[config.mk]
export PLATFORM = sky130hd
export DESIGN_NAME = ssr_top
export DESIGN_NICKNAME = d
export VERILOG_FILES = /design/src/source/ssr_pkg.sv /design/src/source/ssr_data_fifo.sv /design/src/source/ssr_addr_gen.sv /design/src/source/ssr_lane.sv /design/src/source/ssr_top.sv
export VERILOG_INCLUDE_DIRS = /design/src /design/src/source
export SDC_FILE = /design/constraint.sdc
export NUM_CORES = 1
export LEC_CHECK = 0
export BUFFER_PORTS_ARGS = -buffer_cell sky130_fd_sc_hd__buf_2
export CAP_MARGIN = 30
export CORE_UTILIZATION = 45
export DETAILED_ROUTE_END_ITERATION = 10
export PLACE_DENSITY_LB_ADDON = 0.3
export SKIP_LAST_GASP = 1
export SYNTH_ARGS = -nofsm -noshare
export SYNTH_HDL_FRONTEND = slang
export SYNTH_HIERARCHICAL = 1
export SYNTH_SLANG_ARGS = --single-unit
[constraint.sdc]
create_clock -name clk_i -period 3.9 [get_ports clk_i]
set_input_delay 0.78 -clock clk_i [delete_from_list [all_inputs] [get_ports clk_i]]
set_output_delay 0.78 -clock clk_i [all_outputs]
set_load 0.01 [all_outputs]
[src/source/ssr_consts.svh]
// ~~~~~~~~~~~~~~~~~~~~~~~~~~~~~~~~~~~~~~~~~~~~~~~~~~~~~~~~~~~~~~~~~~~~~
// ssr constants
// widths, loop count, buffer depth and config map anchors of the lane
// ~~~~~~~~~~~~~~~~~~~~~~~~~~~~~~~~~~~~~~~~~~~~~~~~~~~~~~~~~~~~~~~~~~~~~
`ifndef SSR_CONSTS_SVH
`define SSR_CONSTS_SVH

// address pointer width, byte addresses
`define SSR_AW 16
// loop index and bound width
`define SSR_IW 16
// nested loops, fixed by the register map
`define SSR_NL 4
// data word width
`define SSR_DW 32
// entries in the data buffer
`define SSR_FIFO_DEPTH 4
// first alias word of the status register
`define SSR_ALIAS_BASE 24

`endif

[src/source/ssr_pkg.sv]
// ~~~~~~~~~~~~~~~~~~~~~~~~~~~~~~~~~~~~~~~~~~~~~~~~~~~~~~~~~~~~~~~~~~~~~
// ssr package
// types shared by the address generator, the lane and the top level
// ~~~~~~~~~~~~~~~~~~~~~~~~~~~~~~~~~~~~~~~~~~~~~~~~~~~~~~~~~~~~~~~~~~~~~
`default_nettype none

`include "ssr_consts.svh"

package ssr_pkg;

  // memory byte address
  typedef logic [`SSR_AW-1:0] addr_t;

  // data word moved between memory and core
  typedef logic [`SSR_DW-1:0] data_t;

  // configuration word index, 32 words
  typedef logic [4:0] cfg_word_t;

  // loop index and loop bound
  typedef logic [`SSR_IW-1:0] index_t;

endpackage

`default_nettype wire

[src/source/ssr_data_fifo.sv]
// ~~~~~~~~~~~~~~~~~~~~~~~~~~~~~~~~~~~~~~~~~~~~~~~~~~~~~~~~~~~~~~~~~~~~~
// ssr data buffer
// small circular buffer of data words with level count and flush
// ~~~~~~~~~~~~~~~~~~~~~~~~~~~~~~~~~~~~~~~~~~~~~~~~~~~~~~~~~~~~~~~~~~~~~
`default_nettype none
`timescale 1ns/1ps

`include "ssr_consts.svh"

module ssr_data_fifo (
  input  logic           clk_i,
  input  logic           rst_ni,
  input  logic           flush_i,
  input  logic           push_i,
  input  ssr_pkg::data_t wdata_i,
  input  logic           pop_i,
  output ssr_pkg::data_t rdata_o,
  output logic           empty_o,
  output logic           full_o,
  output logic [2:0]     level_o
);
  import ssr_pkg::*;

  localparam int DEPTH = `SSR_FIFO_DEPTH;
  localparam int PW = $clog2(DEPTH);

  // storage, no reset on payload
  data_t         mem_q [DEPTH];
  logic [PW-1:0] wptr_q, rptr_q;
  logic [2:0]    level_q;

  assign rdata_o = mem_q[rptr_q];
  assign empty_o = (level_q == 3'd0);
  assign full_o  = (level_q == 3'(DEPTH));
  assign level_o = level_q;

  always_ff @(posedge clk_i) begin
    if (push_i && !flush_i) mem_q[wptr_q] <= wdata_i;
  end

  // pointers wrap naturally, depth is a power of two
  always_ff @(posedge clk_i or negedge rst_ni) begin
    if (!rst_ni) begin
      wptr_q  <= '0;
      rptr_q  <= '0;
      level_q <= '0;
    end else if (flush_i) begin
      wptr_q  <= '0;
      rptr_q  <= '0;
      level_q <= '0;
    end else begin
      if (push_i) wptr_q <= wptr_q + PW'(1);
      if (pop_i)  rptr_q <= rptr_q + PW'(1);
      level_q <= level_q + 3'(push_i) - 3'(pop_i);
    end
  end

  // callers must respect full and empty
  a_no_overflow : assert property (@(posedge clk_i) disable iff (!rst_ni)
    push_i |-> !full_o);
  a_no_underflow : assert property (@(posedge clk_i) disable iff (!rst_ni)
    pop_i |-> !empty_o);

endmodule

`default_nettype wire

[src/source/ssr_addr_gen.sv]
// ~~~~~~~~~~~~~~~~~~~~~~~~~~~~~~~~~~~~~~~~~~~~~~~~~~~~~~~~~~~~~~~~~~~~~
// ssr address generator
// config register file with staged shadow copies and four nested
// loop counters that walk the address pattern of one job
// ~~~~~~~~~~~~~~~~~~~~~~~~~~~~~~~~~~~~~~~~~~~~~~~~~~~~~~~~~~~~~~~~~~~~~
`default_nettype none
`timescale 1ns/1ps

`include "ssr_consts.svh"

module ssr_addr_gen (
  input  logic               clk_i,
  input  logic               rst_ni,
  input  ssr_pkg::cfg_word_t cfg_word_i,
  input  logic [31:0]        cfg_wdata_i,
  input  logic               cfg_write_i,
  input  logic               ag_ready_i,
  output logic [31:0]        cfg_rdata_o,
  output logic [3:0]         reg_rep_o,
  output ssr_pkg::addr_t     ag_addr_o,
  output logic               ag_write_o,
  output logic               ag_valid_o
);
  import ssr_pkg::*;

  localparam int NL = `SSR_NL;
  localparam int DIMW = $clog2(`SSR_NL);

  // live registers used by the running job
  addr_t  [NL-1:0] stride_q;
  index_t [NL-1:0] bound_q;
  index_t [NL-1:0] index_q;
  logic   [3:0]    rep_q;
  addr_t           pointer_q;
  logic            done_q;
  logic            write_q;
  logic [DIMW-1:0] dims_q;

  // shadow copies, written any time, loaded into live when done
  addr_t  [NL-1:0] stride_sq, stride_sd;
  index_t [NL-1:0] bound_sq, bound_sd;
  logic   [3:0]    rep_sq, rep_sd;
  addr_t           pointer_sq, pointer_sd;
  logic            done_sq, done_sd;
  logic            write_sq, write_sd;
  logic [DIMW-1:0] dims_sq, dims_sd;

  // per-register write strobes
  logic [NL-1:0] stride_we;
  logic [NL-1:0] bound_we;
  logic          rep_we;
  logic          status_we;
  logic          alias_we;

  logic [NL-1:0] loop_en;
  logic [NL-1:0] loop_last;
  logic          last_beat;
  logic          beat;
  addr_t         sel_stride;
  addr_t         wdata_ptr;
  logic [31:0]   status_word;

  assign ag_valid_o = ~done_q;
  assign ag_write_o = write_q;
  assign ag_addr_o  = pointer_q;
  assign reg_rep_o  = rep_q;
  assign beat       = ag_valid_o & ag_ready_i;

  // pointers are word aligned, low two bits dropped
  assign wdata_ptr = cfg_wdata_i[`SSR_AW-1:0] & ~addr_t'(3);

  // word decode: strides, bounds, repeat, status, then the alias range
  always_comb begin
    for (int i = 0; i < NL; i++) begin
      stride_we[i] = cfg_write_i && (cfg_word_i == cfg_word_t'(i));
      bound_we[i]  = cfg_write_i && (cfg_word_i == cfg_word_t'(NL + i));
    end
    rep_we    = cfg_write_i && (cfg_word_i == cfg_word_t'(2 * NL));
    status_we = cfg_write_i && (cfg_word_i == cfg_word_t'(2 * NL + 1));
    alias_we  = cfg_write_i && (cfg_word_i >= cfg_word_t'(`SSR_ALIAS_BASE));
  end

  // next shadow state
  always_comb begin
    stride_sd  = stride_sq;
    bound_sd   = bound_sq;
    rep_sd     = rep_sq;
    pointer_sd = pointer_sq;
    done_sd    = done_sq;
    write_sd   = write_sq;
    dims_sd    = dims_sq;
    for (int i = 0; i < NL; i++) begin
      if (stride_we[i]) stride_sd[i] = wdata_ptr;
      if (bound_we[i])  bound_sd[i]  = cfg_wdata_i[`SSR_IW-1:0];
    end
    if (rep_we) rep_sd = cfg_wdata_i[3:0];
    if (status_we) begin
      pointer_sd = wdata_ptr;
      done_sd    = cfg_wdata_i[31];
      write_sd   = cfg_wdata_i[30];
      dims_sd    = cfg_wdata_i[29-:DIMW];
    end else if (alias_we) begin
      // alias word index carries write and dims, data is the start pointer
      pointer_sd = wdata_ptr;
      done_sd    = 1'b0;
      write_sd   = cfg_word_i[DIMW];
      dims_sd    = cfg_word_i[DIMW-1:0];
    end
  end

  // loop i wraps at its bound, loops above dims always count as wrapped
  for (genvar i = 0; i < NL; i++) begin : g_last
    assign loop_last[i] = (index_q[i] == bound_q[i]) || (int'(dims_q) < i);
  end

  // a loop steps only when every inner loop wraps
  always_comb begin
    logic carry;
    carry = 1'b1;
    for (int i = 0; i < NL; i++) begin
      loop_en[i] = carry;
      carry      = carry & loop_last[i];
    end
    last_beat = carry;
  end

  // outermost stepping loop picks the stride
  always_comb begin
    sel_stride = '0;
    for (int i = 0; i < NL; i++) begin
      if (loop_en[i]) sel_stride = stride_q[i];
    end
  end

  always_ff @(posedge clk_i or negedge rst_ni) begin
    if (!rst_ni) begin
      stride_sq  <= '0;
      bound_sq   <= '0;
      rep_sq     <= '0;
      pointer_sq <= '0;
      done_sq    <= 1'b1;
      write_sq   <= 1'b0;
      dims_sq    <= '0;
    end else begin
      stride_sq  <= stride_sd;
      bound_sq   <= bound_sd;
      rep_sq     <= rep_sd;
      pointer_sq <= pointer_sd;
      done_sq    <= done_sd;
      write_sq   <= write_sd;
      dims_sq    <= dims_sd;
      // staged job handed over, do not start it twice
      if (done_q) done_sq <= 1'b1;
    end
  end

  always_ff @(posedge clk_i or negedge rst_ni) begin
    if (!rst_ni) begin
      stride_q  <= '0;
      bound_q   <= '0;
      rep_q     <= '0;
      pointer_q <= '0;
      done_q    <= 1'b1;
      write_q   <= 1'b0;
      dims_q    <= '0;
      index_q   <= '0;
    end else if (done_q) begin
      // idle: live registers follow the shadow, a pending start goes now
      stride_q  <= stride_sd;
      bound_q   <= bound_sd;
      rep_q     <= rep_sd;
      pointer_q <= pointer_sd;
      done_q    <= done_sd;
      write_q   <= write_sd;
      dims_q    <= dims_sd;
      index_q   <= '0;
    end else if (beat) begin
      pointer_q <= pointer_q + sel_stride;
      done_q    <= last_beat;
      for (int i = 0; i < NL; i++) begin
        if (loop_en[i]) index_q[i] <= loop_last[i] ? '0 : index_q[i] + index_t'(1);
      end
    end
  end

  // status: done, write, dims on top, pointer in the low bits
  always_comb begin
    status_word              = 32'(pointer_q);
    status_word[31]          = done_q;
    status_word[30]          = write_q;
    status_word[29-:DIMW]    = dims_q;
  end

  // combinational read of the live registers, aliases read as status
  always_comb begin
    cfg_rdata_o = '0;
    for (int i = 0; i < NL; i++) begin
      if (cfg_word_i == cfg_word_t'(i))      cfg_rdata_o = 32'(stride_q[i]);
      if (cfg_word_i == cfg_word_t'(NL + i)) cfg_rdata_o = 32'(bound_q[i]);
    end
    if (cfg_word_i == cfg_word_t'(2 * NL))      cfg_rdata_o = 32'(rep_q);
    if (cfg_word_i == cfg_word_t'(2 * NL + 1))  cfg_rdata_o = status_word;
    if (cfg_word_i >= cfg_word_t'(`SSR_ALIAS_BASE)) cfg_rdata_o = status_word;
  end

  // a stalled beat keeps its address and stays offered
  a_hold_addr : assert property (@(posedge clk_i) disable iff (!rst_ni)
    ag_valid_o && !ag_ready_i |=> ag_valid_o && $stable(ag_addr_o));

  // stride and start masking keep every beat word aligned
  a_aligned : assert property (@(posedge clk_i) disable iff (!rst_ni)
    ag_valid_o |-> ag_addr_o[1:0] == 2'b00);

endmodule

`default_nettype wire

[src/source/ssr_lane.sv]
// ~~~~~~~~~~~~~~~~~~~~~~~~~~~~~~~~~~~~~~~~~~~~~~~~~~~~~~~~~~~~~~~~~~~~~
// ssr lane
// routes address beats to memory, prefetches read data with credits,
// repeats each read word and buffers core writes toward memory
// ~~~~~~~~~~~~~~~~~~~~~~~~~~~~~~~~~~~~~~~~~~~~~~~~~~~~~~~~~~~~~~~~~~~~~
`default_nettype none
`timescale 1ns/1ps

`include "ssr_consts.svh"

module ssr_lane (
  input  logic           clk_i,
  input  logic           rst_ni,
  input  logic           ag_valid_i,
  input  ssr_pkg::addr_t ag_addr_i,
  input  logic           ag_write_i,
  input  logic [3:0]     reg_rep_i,
  input  logic           reg_read_i,
  input  logic           reg_write_i,
  input  ssr_pkg::data_t reg_wdata_i,
  input  logic           mem_ready_i,
  input  logic           mem_rvalid_i,
  input  ssr_pkg::data_t mem_rdata_i,
  output logic           ag_ready_o,
  output ssr_pkg::data_t reg_rdata_o,
  output logic           reg_rvalid_o,
  output logic           reg_wready_o,
  output logic           mem_valid_o,
  output ssr_pkg::addr_t mem_addr_o,
  output logic           mem_write_o,
  output ssr_pkg::data_t mem_wdata_o
);
  import ssr_pkg::*;

  localparam int DEPTH = `SSR_FIFO_DEPTH;

  logic       ag_valid_q;
  logic       flush;
  logic       space;
  logic       can_issue;
  logic       accept;
  logic [2:0] outst_q;
  logic [3:0] rep_cnt_q;
  logic       rep_last;

  logic       fifo_push;
  logic       fifo_pop;
  logic       fifo_empty;
  logic       fifo_full;
  logic [2:0] fifo_level;
  data_t      fifo_wdata;
  data_t      fifo_rdata;

  // a new job starts on the rising edge of the beat valid
  assign flush = ag_valid_i & ~ag_valid_q;

  // read credits: buffered plus in-flight words never exceed depth
  assign space = ({1'b0, fifo_level} + {1'b0, outst_q}) < 4'(DEPTH);

  // write beats need a buffered word, read beats need a credit
  assign can_issue = ag_write_i ? ~fifo_empty : space;

  // no beat in the flush cycle, the buffer still holds the old job
  assign mem_valid_o = ag_valid_i & ~flush & can_issue;
  assign ag_ready_o  = ~flush & can_issue & mem_ready_i;
  assign accept      = ag_valid_i & ag_ready_o;

  assign mem_addr_o  = ag_addr_i;
  assign mem_write_o = ag_write_i;
  assign mem_wdata_o = fifo_rdata;

  // head word is popped on its last use
  assign rep_last = (rep_cnt_q == reg_rep_i);

  // buffer routing by direction
  assign fifo_push  = ag_write_i ? reg_write_i : mem_rvalid_i;
  assign fifo_wdata = ag_write_i ? reg_wdata_i : mem_rdata_i;
  assign fifo_pop   = ag_write_i ? accept : (reg_read_i & rep_last);

  // core side levels
  assign reg_rdata_o  = fifo_rdata;
  assign reg_rvalid_o = ~ag_write_i & ~fifo_empty;
  assign reg_wready_o = ag_write_i & ag_valid_i & ~flush & ~fifo_full;

  always_ff @(posedge clk_i or negedge rst_ni) begin
    if (!rst_ni) begin
      ag_valid_q <= 1'b0;
    end else begin
      ag_valid_q <= ag_valid_i;
    end
  end

  // outstanding reads, up on a read beat and down on each response
  always_ff @(posedge clk_i or negedge rst_ni) begin
    if (!rst_ni) begin
      outst_q <= '0;
    end else begin
      outst_q <= outst_q + 3'(accept & ~ag_write_i) - 3'(mem_rvalid_i);
    end
  end

  // repetition count of the head word
  always_ff @(posedge clk_i or negedge rst_ni) begin
    if (!rst_ni) begin
      rep_cnt_q <= '0;
    end else if (flush) begin
      rep_cnt_q <= '0;
    end else if (reg_read_i) begin
      rep_cnt_q <= rep_last ? 4'd0 : rep_cnt_q + 4'd1;
    end
  end

  ssr_data_fifo i_fifo (
    .clk_i   (clk_i),
    .rst_ni  (rst_ni),
    .flush_i (flush),
    .push_i  (fifo_push),
    .wdata_i (fifo_wdata),
    .pop_i   (fifo_pop),
    .rdata_o (fifo_rdata),
    .empty_o (fifo_empty),
    .full_o  (fifo_full),
    .level_o (fifo_level)
  );

  // the core reads only what is on offer
  a_read_valid : assert property (@(posedge clk_i) disable iff (!rst_ni)
    reg_read_i |-> reg_rvalid_o);

  // memory answers only reads that were issued
  a_resp_credit : assert property (@(posedge clk_i) disable iff (!rst_ni)
    mem_rvalid_i |-> outst_q != 3'd0);

endmodule

`default_nettype wire

[src/source/ssr_top.sv]
// ~~~~~~~~~~~~~~~~~~~~~~~~~~~~~~~~~~~~~~~~~~~~~~~~~~~~~~~~~~~~~~~~~~~~~
// ssr top
// one data mover lane: address generator joined to the lane logic
// ~~~~~~~~~~~~~~~~~~~~~~~~~~~~~~~~~~~~~~~~~~~~~~~~~~~~~~~~~~~~~~~~~~~~~
`default_nettype none
`timescale 1ns/1ps

module ssr_top (
  input  logic               clk_i,
  input  logic               rst_ni,
  // config port
  input  ssr_pkg::cfg_word_t cfg_word_i,
  input  logic [31:0]        cfg_wdata_i,
  input  logic               cfg_write_i,
  output logic [31:0]        cfg_rdata_o,
  // core port
  output logic               reg_rvalid_o,
  output ssr_pkg::data_t     reg_rdata_o,
  input  logic               reg_read_i,
  output logic               reg_wready_o,
  input  logic               reg_write_i,
  input  ssr_pkg::data_t     reg_wdata_i,
  // memory port
  output logic               mem_valid_o,
  output ssr_pkg::addr_t     mem_addr_o,
  output logic               mem_write_o,
  output ssr_pkg::data_t     mem_wdata_o,
  input  logic               mem_ready_i,
  input  logic               mem_rvalid_i,
  input  ssr_pkg::data_t     mem_rdata_i
);
  import ssr_pkg::*;

  // beat handshake between generator and lane
  logic       ag_valid;
  logic       ag_ready;
  logic       ag_write;
  addr_t      ag_addr;
  logic [3:0] reg_rep;

  ssr_addr_gen i_addr_gen (
    .clk_i       (clk_i),
    .rst_ni      (rst_ni),
    .cfg_word_i  (cfg_word_i),
    .cfg_wdata_i (cfg_wdata_i),
    .cfg_write_i (cfg_write_i),
    .ag_ready_i  (ag_ready),
    .cfg_rdata_o (cfg_rdata_o),
    .reg_rep_o   (reg_rep),
    .ag_addr_o   (ag_addr),
    .ag_write_o  (ag_write),
    .ag_valid_o  (ag_valid)
  );

  ssr_lane i_lane (
    .clk_i        (clk_i),
    .rst_ni       (rst_ni),
    .ag_valid_i   (ag_valid),
    .ag_addr_i    (ag_addr),
    .ag_write_i   (ag_write),
    .reg_rep_i    (reg_rep),
    .reg_read_i   (reg_read_i),
    .reg_write_i  (reg_write_i),
    .reg_wdata_i  (reg_wdata_i),
    .mem_ready_i  (mem_ready_i),
    .mem_rvalid_i (mem_rvalid_i),
    .mem_rdata_i  (mem_rdata_i),
    .ag_ready_o   (ag_ready),
    .reg_rdata_o  (reg_rdata_o),
    .reg_rvalid_o (reg_rvalid_o),
    .reg_wready_o (reg_wready_o),
    .mem_valid_o  (mem_valid_o),
    .mem_addr_o   (mem_addr_o),
    .mem_write_o  (mem_write_o),
    .mem_wdata_o  (mem_wdata_o)
  );

endmodule

`default_nettype wire

==> results list <==
- Status: finished clean
* Proportion of synthesized area in mux cells: 19.7%
- The synthesized design contains 128 enable-type register cells.
- The worst setup path is captured at a register.
* Max-slew violation count: 0
* Detailed-route via count: 15,900
* Top area cells in the synthesized netlist: dfrtp_1, edfxtp_1, mux2_2
- Wire length of the first global-routing pass: 94,500 um
* Worst-case headroom to the max-slew limit: 32.5%
* Number of standard cells after synthesis: 1,833
- In this run the power spent charging and discharging nets is 6.13 mW.
* Fraction of final layout cells sized beyond drive strength 1: 40.7%
- Part of the total power dissipated in the clock network: 28.0%
* Total gr overflow: 0
* Synthesis-stage register bit count: 511
- Dividing the detail-routed wire length by the instance count gives 21.3 um.
- IR analysis of the VDD net gives a maximum drop of 405 uV.
- Clock transition time at the flip-flop clock pins of the worst setup and hold paths: 60 ps
- TritonCTS built the clock tree.
- In this run the power density over the cells is 672 nW/um^2.
* Buffer depth of the longest clock path: 3
- Number of top-level design ports: 224
- After layout, the worst path uses 100% of the clock period.
- Design Power: 19.3 mW
- Detailed placement finished with a half-perimeter wire length of 43,200 um.
- Register-to-register path setup slack: 2 ps
- The internal power of the cells totals 13.1 mW.
- Initial antenna violation count: 2
- Area fraction in compound gates after synthesis: 6.06%
- The number of antenna diodes in the final layout is 0.
- Endpoint required time on the critical path: 4380 ps
- Pin count of the biggest net entering global routing: 106
- Final Core Density: 54.5%
- DRC Markers: 0
* Layout Skew: 16.4 ps
- Counting tap cells, the placed design contains a total of 2,760 instances.
- Among all stages on the critical path, the largest delay is contributed by dfrtp_2.
* Combined area of all synthesized cells: 24,000 um^2
- Worst slew pin tran: 1010 ps
* Vias in the first global route: 16,100
- Hold/Removal Path Class: in2async
- In this run the core area contains 84 standard-cell rows.
- The die covers 54,300 um^2.
* Fraction of synthesis flops using an asynchronous set or reset pin: 75.0%
- The count of nets left with antenna violations once routing finished came out at 0.
- In this run the critical register-to-register path is captured at i_addr_gen/ag_addr_o[15]$_DFFE_PN0P_.
* Avg Synthesized Cell Area: 13.1 um^2
- Overall die width: 233 um
- Latest clock arrival within the worst-skew pair: 610 ps
* RSZ-0062 raised after global routing: true
- The analysis attributes to cell leakage a power of 12.9 nW.
- The clock drives 511 sinks.
* Setup crit start kind: register
- RePlAce Congestion: 0.903
* Buffer cell driving the clock tree root: clkbuf_16
* Fin cells: 2,865
- Of all cell types, the one taking the most synthesized area is dfrtp_1.
- Fin worst setup slack: 1.70 ps
- The layout has 4,342 filler cells.
- Combinational logic is responsible for 32.4% of the overall power.
- Count of hold buffers inserted by post-cts repair: 0
- The final-report hold violation count was 0.
- After synthesis, the netlist uses 79 different library cells.
* Number of buffers added on ports: 199
* Arrival time at the worst endpoint: 4380 ps
- Adding up every negative setup slack in the final design gives 0 ps.
* Share of the yosys chip area belonging to registers: 55.9%
- Summing the areas of all and, or, nand and nor instances in the mapped netlist gives 8.33% of the synthesized area.
- Before antenna repair, the detailed router went through 5 iterations.
* Fraction of post-synthesis cell area in the top cell type by area: 39.7%
- During synthesis, Yosys emitted a total of 6 warnings.
* Maximum Capacitance Violations: 0
- Flop pwr share: 39.5%
- Cell count of the worst reg-to-reg path: 16
- Setup violations remaining at the end of the flow were counted as 0.
- The net count of the finished layout is 2,276.
- Of all nets on the critical path, the largest fanout is 8.
- For this run, the slowest stage of the critical path takes 470 ps.
- The most used flip-flop cell after synthesis is dfrtp_1.
- In this run the critical register-to-register path is launched from i_addr_gen/bound_q[44]$_DFFE_PN0P_.
* Growth of design area from synthesis to finish: 19.5%
- Global routing used 22.9% of the available tracks.
- Post-route minimum period: 3900 ps
* Largest family of logic cells by synthesized area: multiplexers
- The worst setup path is of the reg2reg kind.
- The critical path goes through xnor2_2 > nand4_2 > o41ai_4 > buf_6 > buf_12 > mux2i_1 > o21ai_1 > ha_2 > or3_4 > o211ai_1 > nand3_1 > a41oi_2 > buf_4 > xnor2_2 > mux2i_1 > nand2_1.
- Synthesized-area fraction occupied by adder cells: 1.87%
- Vertical extent of the die: 233 um
- Ratio of routed vias to standard cells: 5.55
- CTS Buf Count: 54
- Before CTS, the worst setup slack after placement is -191 ps.
- The first routing iteration left 1,159 violations.
* Synthesized-area fraction occupied by xor and xnor cells: 4.25%
* Level count of the clock H-tree: 2
- The core region is 52,700 um^2.
- For this configuration, the core starts out at a cell density of 45.6%.
- Share of total power consumed by net switching: 31.8%
* Total wire length after detailed routing: 61,200 um
- Highest Clock Rate: 0.257 GHz
per-stage QoR:
step	hold WS [ps]	instance area, um^2
finish	264	28700
global route	317	28700
CTS	268	28400
detailed placement	462	26500
global placement	460	26500
floorplan	444	24100
worst max path at each step:
stage / from / end / cells past startpoint
floorplan: i_addr_gen/index_q[46]$_DFFE_PN0P_ / i_addr_gen/ag_addr_o[14]$_DFFE_PN0P_ / 16
global placement: i_addr_gen/bound_q[46]$_DFFE_PN0P_ / i_addr_gen/ag_addr_o[15]$_DFFE_PN0P_ / 19
detailed placement: i_addr_gen/bound_q[46]$_DFFE_PN0P_ / i_addr_gen/ag_addr_o[15]$_DFFE_PN0P_ / 17
CTS: i_addr_gen/bound_q[10]$_DFFE_PN0P_ / i_addr_gen/ag_addr_o[15]$_DFFE_PN0P_ / 18
global route: i_addr_gen/index_q[7]$_DFFE_PN0P_ / i_addr_gen/ag_addr_o[8]$_DFFE_PN0P_ / 18
finish: i_addr_gen/bound_q[44]$_DFFE_PN0P_ / i_addr_gen/ag_addr_o[15]$_DFFE_PN0P_ / 16
cell usage in the layout (no fill, tap or decap), drive strengths merged, types with 18 or more instances in the layout:
cell / netlist / final
a21oi: 32 / 32
nand2: 117 / 117
nand3: 27 / 27
buf: 88 / 371
mux4: 32 / 32
nor2: 118 / 118
xnor2: 63 / 63
a22oi: 27 / 27
and2: 19 / 19
inv: 18 / 20
and3: 22 / 22
dfrtp: 381 / 381
clkbuf: 49 / 74
xor2: 50 / 50
mux2i: 35 / 35
ha: 31 / 31
nand4: 28 / 28
mux2: 324 / 324
o21ai: 79 / 79
nor3: 18 / 18
edfxtp: 128 / 128
critical path: cells and delay by family, from the launching register on:
kind | cells | cell delay (ps)
flip-flops | 1 | 470
adder cells (fa/ha/maj) | 1 | 190
XOR/XNOR | 2 | 280
AND/OR/NAND/NOR | 4 | 800
multiplexers | 2 | 410
AO/OA/AOI/OAI | 4 | 1090
buffers and inverters | 3 | 500
state kept, by name, indices dropped and copies added (netlist names), 3 cells and up:
| register | flops |
|---|---|
| i_lane/rep_cnt_q | 4 |
| i_addr_gen/rep_sq | 4 |
| i_lane/i_fifo/mem_q | 128 |
| i_addr_gen/bound_sq | 64 |
| i_addr_gen/index_q | 64 |
| i_lane/outst_q | 3 |
| i_addr_gen/stride_q | 64 |
| i_addr_gen/stride_sq | 64 |
| i_addr_gen/bound_q | 64 |
| i_lane/i_fifo/level_o | 3 |
| i_addr_gen/ag_addr_o | 16 |
| i_addr_gen/pointer_sq | 16 |
| i_addr_gen/reg_rep_o | 4 |
Yosys cell counts (all sizes together), types with 11 or more instances:
library cell,instances
mux2i,35
edfxtp,128
and2,19
inv,18
a211oi,11
xnor2,63
buf,88
nand3,27
xor2,50
mux2,324
o21ai,79
nor2,118
mux4,32
a31oi,12
a21oi,32
nand2,117
a22oi,27
dfrtp,381
nor3,18
and3,22
ha,31
nand4,28
clkbuf,49
kinds of logic after synthesis:
family,Yosys count
AO/OA/AOI/OAI,223
XOR/XNOR,114
adder cells (fa/ha/maj),34
buffers and inverters,155
flip-flops,511
multiplexers,391
other,1
AND/OR/NAND/NOR,404
power groups by stage:
stage	clock network [mW]	logic, mW	registers [mW]
floorplan	0	4.36	7.33
global placement	0	5.83	7.63
detailed placement	0	5.97	7.70
CTS	5.51	6.11	7.61
global route	5.73	6.86	7.74
finish	5.40	6.25	7.62
layout make-up:
class / count / area (um^2) / share of cell area, %
well taps: 688 / 861 / 3.00
clock inverters: 25 / 375 / 1.31
inverters: 18 / 67.6 / 0.236
multi-input cells: 1178 / 9990 / 34.8
clock buffers: 74 / 1510 / 5.25
repair buffers: 371 / 2440 / 8.52
flip-flops and latches: 511 / 13400 / 46.8
routing by layer:
| layer | share of wire [%] | vias to the layer above | GRT usage, % |
|---|---|---|---|
| li1 | - | 7219 | - |
| met1 | 45 | 8132 | 31.6 |
| met2 | 47 | 435 | 37.1 |
| met3 | 5.0 | 111 | 3.27 |
| met4 | 2.9 | 2 | 7.41 |
| met5 | 0.011 | - | 0 |
timing repair:
item / 4_1_cts / 5_1_grt
pin swaps: 12 / 23
gates resized for setup: 21 / 51
setup buffers: 3 / 3
setup endpoints to repair: 7 / 15
No activity file was read; power rests on OpenSTA's default activity.
